**config.mk**
```make
export PLATFORM = sky130hd
export DESIGN_NAME = debug_readout
export DESIGN_NICKNAME = d
export VERILOG_FILES = /design/src/hdl/debug_pkg.sv /design/src/hdl/stage_pkg.sv /design/src/hdl/debug_readout.sv /design/src/hdl/frame_arbiter.sv /design/src/hdl/regfile_walker.sv /design/src/hdl/snapshot_latch.sv
export SDC_FILE = /design/constraint.sdc
export NUM_CORES = 1
export LEC_CHECK = 0
export BUFFER_PORTS_ARGS = -buffer_cell sky130_fd_sc_hd__buf_2
export CORE_MARGIN = 2
export CORE_UTILIZATION = 47
export CTS_BUF_LIST = sky130_fd_sc_hd__clkbuf_16
export CTS_CLUSTER_DIAMETER = 100
export DETAILED_ROUTE_END_ITERATION = 12
export PLACE_DENSITY = 0.76
export SETUP_SLACK_MARGIN = 0.15
export SYNTH_ARGS = -nofsm -noshare
export SYNTH_HDL_FRONTEND = slang
export SYNTH_SLANG_ARGS = --single-unit
```
**constraint.sdc**
```tcl
create_clock -name i_clock -period 4 [get_ports i_clock]
set_input_delay 0.8 -clock i_clock [delete_from_list [all_inputs] [get_ports i_clock]]
set_output_delay 0.8 -clock i_clock [all_outputs]
set_load 0.01 [all_outputs]
```
**src/hdl/debug_pkg.sv**
```systemverilog
package debug_pkg;

   // Frame and request widths
   localparam int nb_frame   = 32;
   localparam int nb_ctrl_id = 6;

   // Controller IDs as seen by the host
   localparam logic [nb_ctrl_id-1:0] id_fetch_data    = 6'b100100;
   localparam logic [nb_ctrl_id-1:0] id_fetch_control = 6'b100101;
   localparam logic [nb_ctrl_id-1:0] id_decode_data   = 6'b100110;
   localparam logic [nb_ctrl_id-1:0] id_exec_data     = 6'b101000;
   localparam logic [nb_ctrl_id-1:0] id_regfile       = 6'b000000;

   // Four stage snapshots plus the register file
   localparam int n_controllers = 5;

endpackage

```
**src/hdl/stage_pkg.sv**
```systemverilog
package stage_pkg;

   // Register file geometry
   localparam int nb_reg        = 32;
   localparam int nb_reg_addr   = 5;
   localparam int regfile_depth = 32;

   // Instruction field widths
   localparam int nb_shamt = 5;
   localparam int nb_inm   = 16;

   // IR out of fetch
   typedef struct packed {
      logic [nb_reg-1:0] instruction;
   } fetch_data_t;

   typedef struct packed {
      logic [nb_reg-1:0] system_pc;
      logic [nb_reg-1:0] pc;
   } fetch_control_t;

   // 85 bits, last frame gets padded
   typedef struct packed {
      logic [nb_shamt-1:0] shamt;
      logic [nb_reg-1:0]   a;
      logic [nb_reg-1:0]   b;
      logic [nb_inm-1:0]   inm;
   } decode_data_t;

   typedef struct packed {
      logic [nb_reg-1:0] alu;
      logic [nb_reg-1:0] b;
   } exec_data_t;

endpackage
```
**src/hdl/debug_readout.sv**
```systemverilog
`timescale 1ns/1ps

module debug_readout (
   input  logic                              i_clock,
   input  logic                              reset,
   input  logic                              i_request_valid,
   input  logic [debug_pkg::nb_ctrl_id-1:0]  i_request_id,
   input  stage_pkg::fetch_data_t            i_fetch_data,
   input  stage_pkg::fetch_control_t         i_fetch_control,
   input  stage_pkg::decode_data_t           i_decode_data,
   input  stage_pkg::exec_data_t             i_exec_data,
   input  logic [stage_pkg::nb_reg-1:0]      i_regfile_data,
   output logic [stage_pkg::nb_reg_addr-1:0] o_regfile_addr,
   output logic [debug_pkg::nb_frame-1:0]    o_frame,
   output logic                              o_frame_valid,
   output logic                              o_end_of_data
);

   logic [debug_pkg::n_controllers-1:0][debug_pkg::nb_frame-1:0] frames;
   logic [debug_pkg::n_controllers-1:0]                          writing;
   logic                                                         request_fire;

   // Requests are dropped while a readout runs or just ended
   assign request_fire = i_request_valid & ~o_frame_valid & ~o_end_of_data;

   snapshot_latch #(
      .payload_t     (stage_pkg::fetch_data_t),
      .controller_id (debug_pkg::id_fetch_data)
   ) u_fetch_data (
      .i_clock        (i_clock),
      .reset          (reset),
      .i_request_fire (request_fire),
      .i_request_id   (i_request_id),
      .i_payload      (i_fetch_data),
      .o_frame        (frames[0]),
      .o_writing      (writing[0])
   );

   snapshot_latch #(
      .payload_t     (stage_pkg::fetch_control_t),
      .controller_id (debug_pkg::id_fetch_control)
   ) u_fetch_control (
      .i_clock        (i_clock),
      .reset          (reset),
      .i_request_fire (request_fire),
      .i_request_id   (i_request_id),
      .i_payload      (i_fetch_control),
      .o_frame        (frames[1]),
      .o_writing      (writing[1])
   );

   snapshot_latch #(
      .payload_t     (stage_pkg::decode_data_t),
      .controller_id (debug_pkg::id_decode_data)
   ) u_decode_data (
      .i_clock        (i_clock),
      .reset          (reset),
      .i_request_fire (request_fire),
      .i_request_id   (i_request_id),
      .i_payload      (i_decode_data),
      .o_frame        (frames[2]),
      .o_writing      (writing[2])
   );

   snapshot_latch #(
      .payload_t     (stage_pkg::exec_data_t),
      .controller_id (debug_pkg::id_exec_data)
   ) u_exec_data (
      .i_clock        (i_clock),
      .reset          (reset),
      .i_request_fire (request_fire),
      .i_request_id   (i_request_id),
      .i_payload      (i_exec_data),
      .o_frame        (frames[3]),
      .o_writing      (writing[3])
   );

   regfile_walker #(
      .controller_id (debug_pkg::id_regfile)
   ) u_regfile (
      .i_clock        (i_clock),
      .reset          (reset),
      .i_request_fire (request_fire),
      .i_request_id   (i_request_id),
      .i_regfile_data (i_regfile_data),
      .o_regfile_addr (o_regfile_addr),
      .o_frame        (frames[4]),
      .o_writing      (writing[4])
   );

   frame_arbiter u_frame_arbiter (
      .i_clock       (i_clock),
      .reset         (reset),
      .i_frames      (frames),
      .i_writing     (writing),
      .o_frame       (o_frame),
      .o_frame_valid (o_frame_valid),
      .o_end_of_data (o_end_of_data)
   );

endmodule

```
**src/hdl/frame_arbiter.sv**
```systemverilog
`timescale 1ns/1ps

module frame_arbiter (
   input  logic                                                  i_clock,
   input  logic                                                  reset,
   input  logic [debug_pkg::n_controllers-1:0][debug_pkg::nb_frame-1:0] i_frames,
   input  logic [debug_pkg::n_controllers-1:0]                   i_writing,
   output logic [debug_pkg::nb_frame-1:0]                        o_frame,
   output logic                                                  o_frame_valid,
   output logic                                                  o_end_of_data
);

   logic any_writing;
   logic any_writing_d;

   // Pass a frame only when exactly one controller writes
   always_comb begin
      o_frame = '0;
      if ($onehot(i_writing)) begin
         for (int i = 0; i < debug_pkg::n_controllers; i++) begin
            if (i_writing[i]) begin
               o_frame = i_frames[i];
            end
         end
      end
   end

   assign any_writing = |i_writing;

   always_ff @(posedge i_clock) begin
      if (reset) begin
         any_writing_d <= 1'b0;
      end else begin
         any_writing_d <= any_writing;
      end
   end

   assign o_frame_valid = any_writing;
   // Falling edge of the writing OR
   assign o_end_of_data = any_writing_d & ~any_writing;

endmodule

```
**src/hdl/regfile_walker.sv**
```systemverilog
`timescale 1ns/1ps

module regfile_walker #(
   parameter logic [debug_pkg::nb_ctrl_id-1:0] controller_id = '0
) (
   input  logic                             i_clock,
   input  logic                             reset,
   input  logic                             i_request_fire,
   input  logic [debug_pkg::nb_ctrl_id-1:0] i_request_id,
   input  logic [stage_pkg::nb_reg-1:0]     i_regfile_data,
   output logic [stage_pkg::nb_reg_addr-1:0] o_regfile_addr,
   output logic [debug_pkg::nb_frame-1:0]   o_frame,
   output logic                             o_writing
);

   localparam logic [stage_pkg::nb_reg_addr-1:0] last_addr =
      stage_pkg::nb_reg_addr'(stage_pkg::regfile_depth - 1);

   logic [stage_pkg::nb_reg_addr-1:0] addr;
   logic                              active;
   logic                              request_hit;

   assign request_hit = i_request_fire && (i_request_id == controller_id);

   // One register per cycle, address parks at 0 when done
   always_ff @(posedge i_clock) begin
      if (reset) begin
         active <= 1'b0;
         addr   <= '0;
      end else if (request_hit) begin
         active <= 1'b1;
         addr   <= '0;
      end else if (active) begin
         if (addr == last_addr) begin
            active <= 1'b0;
            addr   <= '0;
         end else begin
            addr <= addr + 1'b1;
         end
      end
   end

   assign o_regfile_addr = addr;
   // Read data comes back in the same cycle
   assign o_frame        = i_regfile_data;
   assign o_writing      = active;

endmodule

```
**src/hdl/snapshot_latch.sv**
```systemverilog
`timescale 1ns/1ps

module snapshot_latch #(
   parameter type payload_t = logic [31:0],
   parameter logic [debug_pkg::nb_ctrl_id-1:0] controller_id = '0
) (
   input  logic                            i_clock,
   input  logic                            reset,
   input  logic                            i_request_fire,
   input  logic [debug_pkg::nb_ctrl_id-1:0] i_request_id,
   input  payload_t                        i_payload,
   output logic [debug_pkg::nb_frame-1:0]  o_frame,
   output logic                            o_writing
);

   localparam int nb_payload = $bits(payload_t);
   localparam int n_words    = (nb_payload + debug_pkg::nb_frame - 1) / debug_pkg::nb_frame;
   localparam int nb_buffer  = n_words * debug_pkg::nb_frame;
   localparam int nb_count   = $clog2(n_words + 1);

   logic [nb_buffer-1:0] buffer;
   logic [nb_count-1:0]  words_left;
   logic                 request_hit;

   // Busy check is done once at the top
   assign request_hit = i_request_fire && (i_request_id == controller_id);

   // Frames still to send, zero when idle
   always_ff @(posedge i_clock) begin
      if (reset) begin
         words_left <= '0;
      end else if (request_hit) begin
         words_left <= nb_count'(n_words);
      end else if (words_left != '0) begin
         words_left <= words_left - 1'b1;
      end
   end

   // Snapshot taken at the request edge, upper bits zero
   always_ff @(posedge i_clock) begin
      if (request_hit) begin
         buffer <= nb_buffer'(i_payload);
      end else if (words_left != '0) begin
         buffer <= buffer >> debug_pkg::nb_frame;
      end
   end

   // Least significant word goes out first
   assign o_frame   = buffer[debug_pkg::nb_frame-1:0];
   assign o_writing = (words_left != '0);

endmodule

```
Yosys cells after proc, flatten, opt, wreduce, memory -nomap -nowiden
Index checks and enable logic that the tools add are counted.
W data, S select, Z words.
{ "totals": {"register_bits": 259, "input_bits": 286, "out_inout_bits": 39, "word_cells": 76} }
{ "op_classes": {"n_addsub": 9, "eq_ne": 6, "mux": 26, "bitwise": 5, "reduce_logical": 17} }
{ "op_table": {"columns": ["cell", "count"], "rows": [
  ["$mux W32", 8],
  ["$mux W64", 4],
  ["$mux W85", 2],
  ["$eq A6 B6 Y1 const B", 4],
  ["$reduce_bool A2 Y1", 7],
  ["$mux W2", 6],
  ["$logic_not A6 Y1", 1],
  ["$reduce_or A2 Y1", 3],
  ["$sub A2 B1 Y2 const B", 3],
  ["$add A5 B1 Y5 const B", 1],
  ["$eq A5 B5 Y1 const B", 1],
  ["$logic_and A1 B1 Y1", 5],
  ["$mux W1", 5],
  ["$mux W5", 1],
  ["$reduce_or A5 Y1", 1],
  ["$add A1 B1 Y2", 2],
  ["$add A3 B1 Y3", 1],
  ["$add A3 B3 Y3", 1],
  ["$and A1 B1 Y1", 3],
  ["$eq A3 B1 Y1 const B", 1],
  ["$not A1 Y1", 2],
  ["$sub A1 B1 Y1 const B", 1]
]} }

Logic depth before layout (Yosys ltp)
Gate-level depths: netlist of the first run.
{ "logic_depth": {"ltp_word": 8, "mapped_depth": 12, "mapped_depth_nobuf": 11} }

By module
A second synthesis of the first run with hierarchy kept.
{ "hier_totals": {"hier_cells": 1029, "area_unflattened_um2": 14246.2} }
{ "by_module_without_submodules": {"columns": ["module", "n_inst", "cells_per_inst", "area_each_um2", "seq_area_each_um2"], "rows": [
  ["snapshot_latch at u_decode_data", 1, 225, 3930.0, 2592.5],
  ["snapshot_latch at u_exec_data", 1, 177, 2997.9, 1961.9],
  ["snapshot_latch at u_fetch_control", 1, 176, 2900.3, 1961.9],
  ["frame_arbiter", 1, 278, 2318.5, 20.0],
  ["snapshot_latch at u_fetch_data", 1, 108, 1529.0, 980.9],
  ["regfile_walker", 1, 64, 558.0, 120.1],
  ["debug_readout", 1, 1, 12.5, 0.0]
]} }

Worst setup path before layout of the first run
Ideal clock, no wire load.
{ "synth_path": {"path_type": "reg2reg", "from": "reg u_decode_data.words_left[0]", "to": "reg u_decode_data.buffer[0] (enable)", "setup_ns": 0.446, "t_arrival_ns": 3.643, "required_ns": 3.554, "path_slack_ns": -0.088, "stages_incl_launch_ff": 10, "path_buffers": 3, "period_less_slack_ns": 4.088, "path_cell_list": "dfxtp_1 inv_1 ha_1 or4b_4 buf_6 nor3_4 nand3_2 buf_4 buf_6 nand2_1"} }
{ "synth_via": {"elab_chain_len": 8, "elab_cells_between_ends": 9, "classes_between": "5 x bitwise; 4 x reduce/logical"} }
{ "synth_rtl": {"columns": ["element", "line", "rtl"], "rows": [
  ["start: declaration", "snapshot_latch.sv:22", "logic [nb_count-1:0] words_left;"],
  ["start signal: assignment", "snapshot_latch.sv:33", "words_left <= nb_count'(n_words);"],
  ["start signal: assignment", "snapshot_latch.sv:35", "words_left <= words_left - 1'b1;"],
  ["$reduce_bool A2 Y1 *", "snapshot_latch.sv:43, snapshot_latch.sv:50", null],
  ["$reduce_or A5 Y1", "frame_arbiter.sv:28", "assign any_writing = |i_writing;"],
  ["$not A1 Y1", "debug_readout.sv:24, frame_arbiter.sv:40", null],
  ["$and A1 B1 Y1", "frame_arbiter.sv:40", "assign o_end_of_data = any_writing_d & ~any_writing;"],
  ["$not A1 Y1", "debug_readout.sv:24", "assign request_fire = i_request_valid & ~o_frame_valid & ~o_end_of_data;"],
  ["$and A1 B1 Y1", "debug_readout.sv:24", null],
  ["$logic_and A1 B1 Y1", "snapshot_latch.sv:26", "assign request_hit = i_request_fire && (i_request_id == controller_id);"],
  ["$reduce_bool A2 Y1 (no source line) *", null, null],
  ["end signal: assignment", "snapshot_latch.sv:42", "buffer <= nb_buffer'(i_payload);"],
  ["end signal: assignment", "snapshot_latch.sv:44", "buffer <= buffer >> debug_pkg::nb_frame;"],
  ["end: declaration", "snapshot_latch.sv:21", "logic [nb_buffer-1:0] buffer;"]
]} }
Mark *: on every way between the ends. The rest lies on a longest branch, timed or not.
A chain may end at the register's enable or synchronous reset.

Worst setup path in the final report of the first run
{ "layout_path": {"from": "reg u_exec_data.words_left[1]", "to": "out o_frame[4] (netlist name)"} }
{ "layout_via": {"elab_chain_len": 6, "elab_cells_between_ends": 8, "classes_between": "3 x add/sub; 1 x eq/ne; 3 x mux; 1 x reduce/logical"} }
{ "layout_rtl": {"columns": ["element", "line", "rtl"], "rows": [
  ["start: declaration", "snapshot_latch.sv:22", null],
  ["start signal: assignment", "snapshot_latch.sv:33", null],
  ["start signal: assignment", "snapshot_latch.sv:35", null],
  ["$reduce_bool A2 Y1 *", "snapshot_latch.sv:50", "assign o_writing = (words_left != '0);"],
  ["$add A1 B1 Y2 (not written as such)", "frame_arbiter.sv:19", "if ($onehot(i_writing)) begin"],
  ["$add A3 B3 Y3 (not written as such)", "frame_arbiter.sv:19", null],
  ["$add A3 B1 Y3 (not written as such)", "frame_arbiter.sv:19", null],
  ["$eq A3 B1 Y1", "frame_arbiter.sv:19", null],
  ["$mux W32 *", "frame_arbiter.sv:19", null],
  ["end: declaration", "debug_readout.sv:14", "output logic [debug_pkg::nb_frame-1:0] o_frame,"]
]} }
Marked as above.

==> results of run 1 <==
-- stage by stage --
stage                     hold WS, ps  power, uW
final                           470.0       8869
after global routing            497.3       9238
after CTS                       466.7       8887
after detailed placement        486.5       6056
after global placement          469.3       6026
after floorplan                 459.0       4999
-- placed cells by master (no fill, tap or decap), types with 3 or more instances in the layout --
cell / Yosys / routed
inv_1: 8 / 8
clkinv_2: 0 / 4
nor2_1: 41 / 39
buf_2: 6 / 324
a211oi_1: 32 / 32
ha_1: 5 / 3
clkinv_1: 1 / 5
buf_12: 0 / 8
nor3b_1: 3 / 3
inv_2: 1 / 5
mux2_4: 10 / 10
o221ai_2: 0 / 4
dfxtp_2: 0 / 4
bufinv_16: 0 / 4
nor3_2: 0 / 8
and3_1: 68 / 68
nor3_1: 35 / 27
dfxtp_1: 14 / 9
nand2_1: 9 / 6
edfxtp_1: 245 / 245
and2_1: 97 / 97
buf_4: 2 / 27
clkinvlp_4: 0 / 5
a21oi_1: 8 / 8
clkbuf_16: 0 / 27
o221ai_1: 32 / 28
mux2_2: 108 / 108
-- kinds of logic after synthesis --
logic type | Yosys count | share of synthesized area, %
AO/OA/AOI/OAI | 76 | 5.040
XOR/XNOR | 1 | 0.07540
adder cells (fa/ha/maj) | 7 | 0.8831
buffers and inverters | 67 | 2.724
flip-flops | 259 | 65.73
multiplexers | 120 | 11.93
AND/OR/NAND/NOR | 272 | 13.61
-- flip-flops by register name, summed over array words and instances, names as in the netlist --
name and count:
u_decode_data.buffer 85, u_decode_data.words_left 2, u_exec_data.buffer 64, u_exec_data.words_left 2, u_fetch_control.buffer 64, u_fetch_control.words_left 2
u_fetch_data.o_frame 32, u_fetch_data.o_writing 1, u_frame_arbiter.any_writing_d 1, u_regfile.o_regfile_addr 5, u_regfile.o_writing 1
-- cells in the mapped netlist --
cell type / n
nor3b_1: 3
a21oi_1: 8
buf_1: 4
nor2b_1: 1
nor4bb_1: 2
or3_1: 1
and2_1: 97
buf_6: 5
nor3_4: 1
a31oi_1: 1
mux2i_1: 2
mux2_4: 10
o221ai_1: 32
nor4b_1: 2
nor4_1: 1
inv_2: 1
nand2_1: 9
clkinv_1: 1
clkbuf_2: 10
or4b_4: 1
dfxtp_1: 14
a211oi_1: 32
mux2_2: 108
a31o_2: 1
and3_2: 1
ha_1: 5
and4bb_2: 1
fa_1: 2
nand3_2: 2
xor2_1: 1
nand4_1: 2
nand2b_1: 3
nor2_1: 41
and3_1: 68
buf_2: 6
inv_1: 8
buf_4: 2
o21ai_0: 2
nor3_1: 35
or2_2: 1
edfxtp_1: 245
clkbuf_1: 30
-- repair_timing --
action                     CTS  global route
gates cloned                 2             0
pin swaps                    9            10
setup endpoints to repair   32            32
setup buffers                9             1
gates resized for setup     24            11
-- how the worst max path moves through the flow --
stage                                       start           to  slack [ps]  cells past startpoint
global route            u_exec_data.words_left[1]  o_frame[14]        -220                     13
detailed placement      u_exec_data.words_left[1]   o_frame[4]         230                     11
global placement        u_exec_data.words_left[1]  o_frame[17]         320                     11
finish                  u_exec_data.words_left[1]   o_frame[4]         -70                     12
CTS                     u_exec_data.words_left[0]   o_frame[4]         -60                     12
floorplan           u_fetch_control.words_left[1]  o_frame[24]         230                     12
-- critical path, cell delays in order, from the launching register on --
cell and delay (ps):
dfxtp_2 330, or2_4 260, ha_4 270, inv_2 30, fa_2 350, fa_1 520
nand2_2 60, nor2_4 100, buf_12 130, buf_12 160, o221ai_1 130, nor3_1 200
buf_2 170
-- layout make-up --
cell class | count | area, sq um | share of cell area (%)
timing repair buffer | 362 | 2054 | 13.84
multi-input combinational | 476 | 3802 | 25.62
antenna | 1 | 2.502 | 0.01686
inverter | 10 | 38.79 | 0.2614
clock inverter | 22 | 215.2 | 1.450
sequential | 259 | 7646 | 51.52
tap | 324 | 405.4 | 2.732
clock buffer | 27 | 675.6 | 4.553
-- routing by layer --
| layer | track usage (%) | vias to the layer above | part of all wire [%] |
|---|---|---|---|
| met5 | 0 | - | 0.12 |
| met3 | 6.086 | 64 | 8.7 |
| met1 | 30.92 | 3941 | 38 |
| li1 | - | 3714 | - |
| met2 | 43.54 | 405 | 49 |
| met4 | 9.903 | 6 | 4.1 |
-- power by group through the flow --
stage / logic [uW] / registers [uW] / clock network (uW)
final: 2630 / 3710 / 2530
after global routing: 2810 / 3750 / 2680
after CTS: 2610 / 3710 / 2570
after detailed placement: 2290 / 3760 / 0
after global placement: 2280 / 3750 / 0
after floorplan: 1260 / 3740 / 0
==> run_results.csv, run 1 <==
group,metric,value,unit
run_status,outcome,"finished, violations left",
run_status,violations,"setup timing",
final_layout,fin_area,14840,sq um
yosys,yosys.area.top_type,"edfxtp_1",
yosys,ys_seq_area_share,65.73,%
yosys,ys_types,42,
route,dr.pass1.iters,7,
worst_setup_path,crit_arrival,3270,ps
clock_network,clk_pin_slew,60,ps
route,viasPerCell,5.490,
worst_setup_path,crit_path_start_kind,"register",
timing,rsz0062_at_grt,"true",
worst_setup_path,end_kind,"output port",
worst_hold_path,hold_start,"u_fetch_control.words_left[0]",
route,wl,33.42,mm
timing,relSlewSlack,41.25,%
timing,fin_crit_sh,101.7,%
floorplan,num_rows,57,
route,wl_per_cell,22.56,um
timing,fin_setup_tns,-959.0,ps
power,power_frac_comb,29.7,%
route,drc,0,
power,p_seq_share,41.8,%
floorplan,dieArea,25990,sq um
clock_network,cts_tree,"done",
yosys,yosys.area.top_type_share,63.32,%
yosys,yosysWarnings,0,
worst_setup_path,required,3200,ps
power,vdd_ir_drop_max,0.0003772,V
route,ant_nets,0,
grt,grt_max_degree,56,
floorplan,initial_core_util,47.77,%
clock_network,cts_made_buffers,27,
power,intPower,6153,uW
place,port_buffers,324,
grt,grt_pass1_wl,48.91,mm
place,post-place-ws,225.6,ps
place,dp_hpwl,23.57,mm
floorplan,coreArea,24320,sq um
power,power_density,597.6,nW/um^2
floorplan,dieHeight,161.2,um
yosys,synth.cell_area,11620,sq um
worst_setup_path,r2r_slack,560,ps
final_layout,stdcell_count,1481,
power,clkPwrFrac,28.5,%
worst_setup_path,path_max_fanout,15,
timing,period_needed,4069,ps
place,gp_congestion,0.8753,
timing,worst_pin_slew,879.1,ps
final_layout,nFillCells,1917,
place,dp.cells,1419,
worst_setup_path,reg2regPathDepth,9,
clock_network,cts.path.max_buffers,3,
worst_setup_path,worst-setup-path-type,"register to output port",
power,netSwitchingFraction,30.63,%
power,leakage,0.006165,uW
worst_setup_path,r2r-end,"u_exec_data.buffer[6]",
grt,grt_overflow,0,
yosys,syn-num-nets,1095,
power,netSwitchingPower,2717,uW
timing,finClkSkew,10.88,ps
grt,track_usage,25.30,%
final_layout,area_growth_syn_to_layout,27.73,%
final_layout,nNetsFinal,1429,
yosys,synth_area_leaders,"edfxtp_1 63%, mux2_2 10%, and2_1 5.2%",
floorplan,chipWidth,161.2,um
place,place_area,13650,sq um
worst_hold_path,whs_path_depth,1,
clock_network,root_buffer,"clkbuf_16",
run,cap_viol_max_count,0,
yosys,postSynthAreaPerCell,14.49,sq um
clock_network,clock_sinks,259,
final_layout,final_core_util,61.02,%
timing,clock.fmax,0.2458,GHz
final_layout,drive_gt1_share,48.44,%
worst_setup_path,r2r_start,"u_decode_data.words_left[1]",
clock_network,ctsHoldBuffers,0,
worst_hold_path,hold_end,"u_fetch_control.words_left[0]",
timing,final-setup-viol-count,21,
grt,antenna_found_initial,5,
clock_network,htree_num_levels,1,
clock_network,clk_latency,530,ps
grt,grt_pass1_vias,8304,
yosys,synth_cells,802,
yosys,ys_ff_latch,259,
timing,drv_slew,0,
timing,finalHoldViolCount,0,
route,vias,8130,
floorplan,io_pins,325,
timing,setup_slack,-68.85,ps
worst_hold_path,hold_path_class,"register to register",
route,drt-initial-drc-count,589,
(Power assumes the default switching activity.)
==> inputs of run 2 (changes only) <==
ABC_AREA = 1   (was unset)
CORE_UTILIZATION = 48   (was 47)
PLACE_DENSITY = 0.77   (was 0.76)
==> run 2 against run 1 <==
  * The flow now finishes without violations
  * Largest cell class unchanged
  * Non-clock buffer count is 3 lower
  * Largest power group unchanged
  * Via count is 21% higher
  * Critical path type unchanged
  * Global-route usage down 1.2 points
  * Setup slack improved by 75 ps
==> run_results.csv, run 2 <==
group,metric,value,unit
floorplan,dieArea,26930,sq um
clock_network,clock_sinks,259,
clock_network,cts_made_buffers,27,
run_status,outcome,"finished, final reports clean",
power,power_density,572.5,nW/um^2
clock_network,clk_latency,530,ps
worst_setup_path,r2r_slack,1130,ps
floorplan,io_pins,325,
grt,track_usage,24.15,%
power,leakage,0.007337,uW
worst_setup_path,crit_path_max_incr_delay,510,ps
worst_hold_path,hold_start,"u_fetch_control.words_left[0]",
final_layout,nFillCells,2042,
clock_network,ctsHoldBuffers,0,
yosys,synth_common_cells,"270 x inv_1, 245 x edfxtp_1, 214 x nor2_1, 203 x nand2_1, 80 x o21ai_0",
place,gp_congestion,0.9051,
yosys,ys.flop_type,"edfxtp_1",
yosys,yosysWarnings,0,
route,vias,9839,
final_layout,reg.largest.list,"u_decode_data.buffer: 85 flops, u_exec_data.buffer: 64 flops, u_fetch_control.buffer: 64 flops",
route,ant_nets,0,
yosys,synth.most_common_cell,"inv_1",
timing,worst_pin_slew,1224,ps
worst_setup_path,worst-setup-path-type,"register to output port",
yosys,synth_area_leaders,"edfxtp_1 60%, inv_1 8.2%, nor2_1 6.5%",
yosys,postSynthAreaPerCell,9.222,sq um
timing,setup_slack,6.485,ps
place,dp_hpwl,23.16,mm
yosys,ys_ff_latch,259,
grt,antenna_found_initial,4,
floorplan,chipWidth,164.1,um
route,drt-initial-drc-count,864,
grt,grt_pass1_vias,9477,
final_layout,final_cell_mix,"324 x buf_2, 271 x inv_1, 245 x edfxtp_1",
power,p_seq_share,43.1,%
timing,period_needed,3994,ps
timing,fin_setup_tns,0,ps
timing,drv_slew,0,
worst_setup_path,end_kind,"output port",
clock_network,htree_num_levels,1,
grt,grt_max_degree,139,
place,post-place-ws,335.6,ps
floorplan,num_rows,58,
timing,finalHoldViolCount,0,
final_layout,layout_commonest_cell,"buf_2",
worst_setup_path,reg2regPathDepth,9,
worst_setup_path,crit_path_start_kind,"register",
timing,holdWs,475.2,ps
grt,grt_pass1_wl,49.42,mm
final_layout,nNetsFinal,1943,
yosys,synth.cell_area,12300,sq um
yosys,synth_edf_count,245,
final_layout,largest_reg_flops,85,
power,netSwitchingPower,2642,uW
yosys,ys_types,30,
final_layout,regMostFlops,"u_decode_data.buffer",
route,wl,33.02,mm
floorplan,dieHeight,164.1,um
final_layout,multi_input_area,3379,sq um
floorplan,coreArea,25180,sq um
clock_network,cts_tree,"done",
yosys,yosys.area.top_type_share,59.80,%
worst_setup_path,path_max_fanout,7,
route,wl_per_cell,16.50,um
power,power_frac_comb,27.2,%
yosys,synthArstFlopShare,0,%
power,intPower,6209,uW
yosys,ys_seq_area_share,62.08,%
worst_setup_path,r2r_start,"u_decode_data.words_left[1]",
yosys,synth_cells,1334,
timing,finClkSkew,15.81,ps
worst_hold_path,hold_path_class,"register to register",
final_layout,drive_gt1_share,25.81,%
clock_network,clk_pin_slew,60,ps
power,vdd_ir_drop_max,0.0005230,V
timing,fin_crit_sh,99.84,%
worst_hold_path,hold_end,"u_fetch_control.words_left[0]",
yosys,yosys.area.top_type,"edfxtp_1",
clock_network,root_buffer,"clkbuf_16",
place,port_buffers,324,
timing,final-setup-viol-count,0,
power,netSwitchingFraction,29.85,%
worst_setup_path,crit_path_cell_trace,"inv_2 -> ha_4 -> inv_4 -> ha_4 -> inv_2 -> fa_2 -> fa_1 -> nand2_2 -> nor2_4 -> buf_6 -> buf_12 -> buf_12 -> o21ai_1 -> a21oi_1 -> buf_2",
timing,relSlewSlack,18.37,%
worst_setup_path,required,3200,ps
run,cap_viol_max_count,0,
worst_setup_path,r2r-end,"u_decode_data.buffer[15]",
final_layout,seq_area,7642,sq um
timing,clock.fmax,0.2504,GHz
route,viasPerCell,4.917,
worst_hold_path,whs_path_depth,1,
timing,rsz0062_at_grt,"true",
grt,grt_overflow,0,
worst_setup_path,crit_arrival,3190,ps
yosys,syn-num-nets,1627,
final_layout,area_growth_syn_to_layout,25.67,%
floorplan,initial_core_util,48.85,%
clock_network,cts.path.max_buffers,3,
power,clkPwrFrac,29.7,%
worst_setup_path,slowest_stage,"fa_1",
route,drc,0,
route,dr.pass1.iters,5,
run 2: repair_timing:
item,CTS,global route
resized for setup,46,5
pin swaps,7,1
endpoints found under the hold margin,0,0
endpoints found under the setup margin,32,32
cloned,3,0
setup buffers,11,2
run 2: how the worst max path moves through the flow:
| stage | slack [ps] | cells after the start | startpoint | endpoint |
|---|---|---|---|---|
| after floorplan | 210 | 13 | u_decode_data.words_left[0] | o_frame[24] |
| after global placement | 520 | 13 | u_decode_data.words_left[0] | o_frame[12] |
| after detailed placement | 340 | 13 | u_decode_data.words_left[0] | o_frame[26] |
| after CTS | 30 | 15 | u_decode_data.words_left[1] | o_frame[15] |
| after global routing | -120 | 15 | u_decode_data.words_left[1] | o_frame[5] |
| final | 6 | 15 | u_decode_data.words_left[1] | o_frame[20] |
run 2: layout make-up:
type,count,area share (%)
Timing Repair Buffer,359,13.38
Clock buffer,27,4.370
Inverter,273,6.653
Clock inverter,22,1.619
Tap cell,330,2.671
Multi-Input combinational cell,730,21.86
Sequential cell,259,49.43
Antenna cell,1,0.01619
run 2: worst max-delay path: cells and delay by family, from the launching register on:
kind | cells | cell delay (ps)
AO/OA/AOI/OAI | 2 | 210
adder cells (fa/ha/maj) | 4 | 1250
buffers and inverters | 7 | 670
flip-flops | 1 | 320
AND/OR/NAND/NOR | 2 | 230
run 2: cells by family after synthesis:
kind of cell / synth area share (%)
DFF: 62.08
xor gates and xnor gates: 0.07121
and+or+nand+nor: 16.62
adders and majority gates: 0.8340
buffers and inverters: 11.14
AOI/OAI and AO/OA: 9.093
muxes: 0.1627
run 2: power groups by stage:
stage | Clock [uW] | Combinational, uW | Sequential [uW]
floorplan | 0 | 1170 | 3760
CTS | 2670 | 2360 | 3820
global placement | 0 | 1890 | 3860
global route | 2780 | 2630 | 3850
finish | 2630 | 2410 | 3820
detailed placement | 0 | 1940 | 3870
run 2: through the flow:
stage / cell area, sq um / power [uW] / cells / util (%)
2_1_floorplan: 12300 / 4926 / 1334 / -
3_3_place_gp: 14190 / 5752 / 1935 / 56.35
3_5_place_dp: 14190 / 5811 / 1935 / 56.35
4_1_cts: 15410 / 8848 / 1998 / 61.21
5_1_grt: 15460 / 9270 / 2000 / 61.38
6_report: 15460 / 8851 / 2001 / 61.39
run 2: layer usage:
| layer | track usage (%) | share of wire, % | vias to the layer above |
|---|---|---|---|
| met1 | 31.18 | 40 | 4393 |
| met2 | 40.03 | 47 | 463 |
| met4 | 10.13 | 3.9 | 6 |
| met5 | 0 | 0.12 | - |
| met3 | 4.621 | 8.4 | 81 |
| li1 | - | - | 4896 |
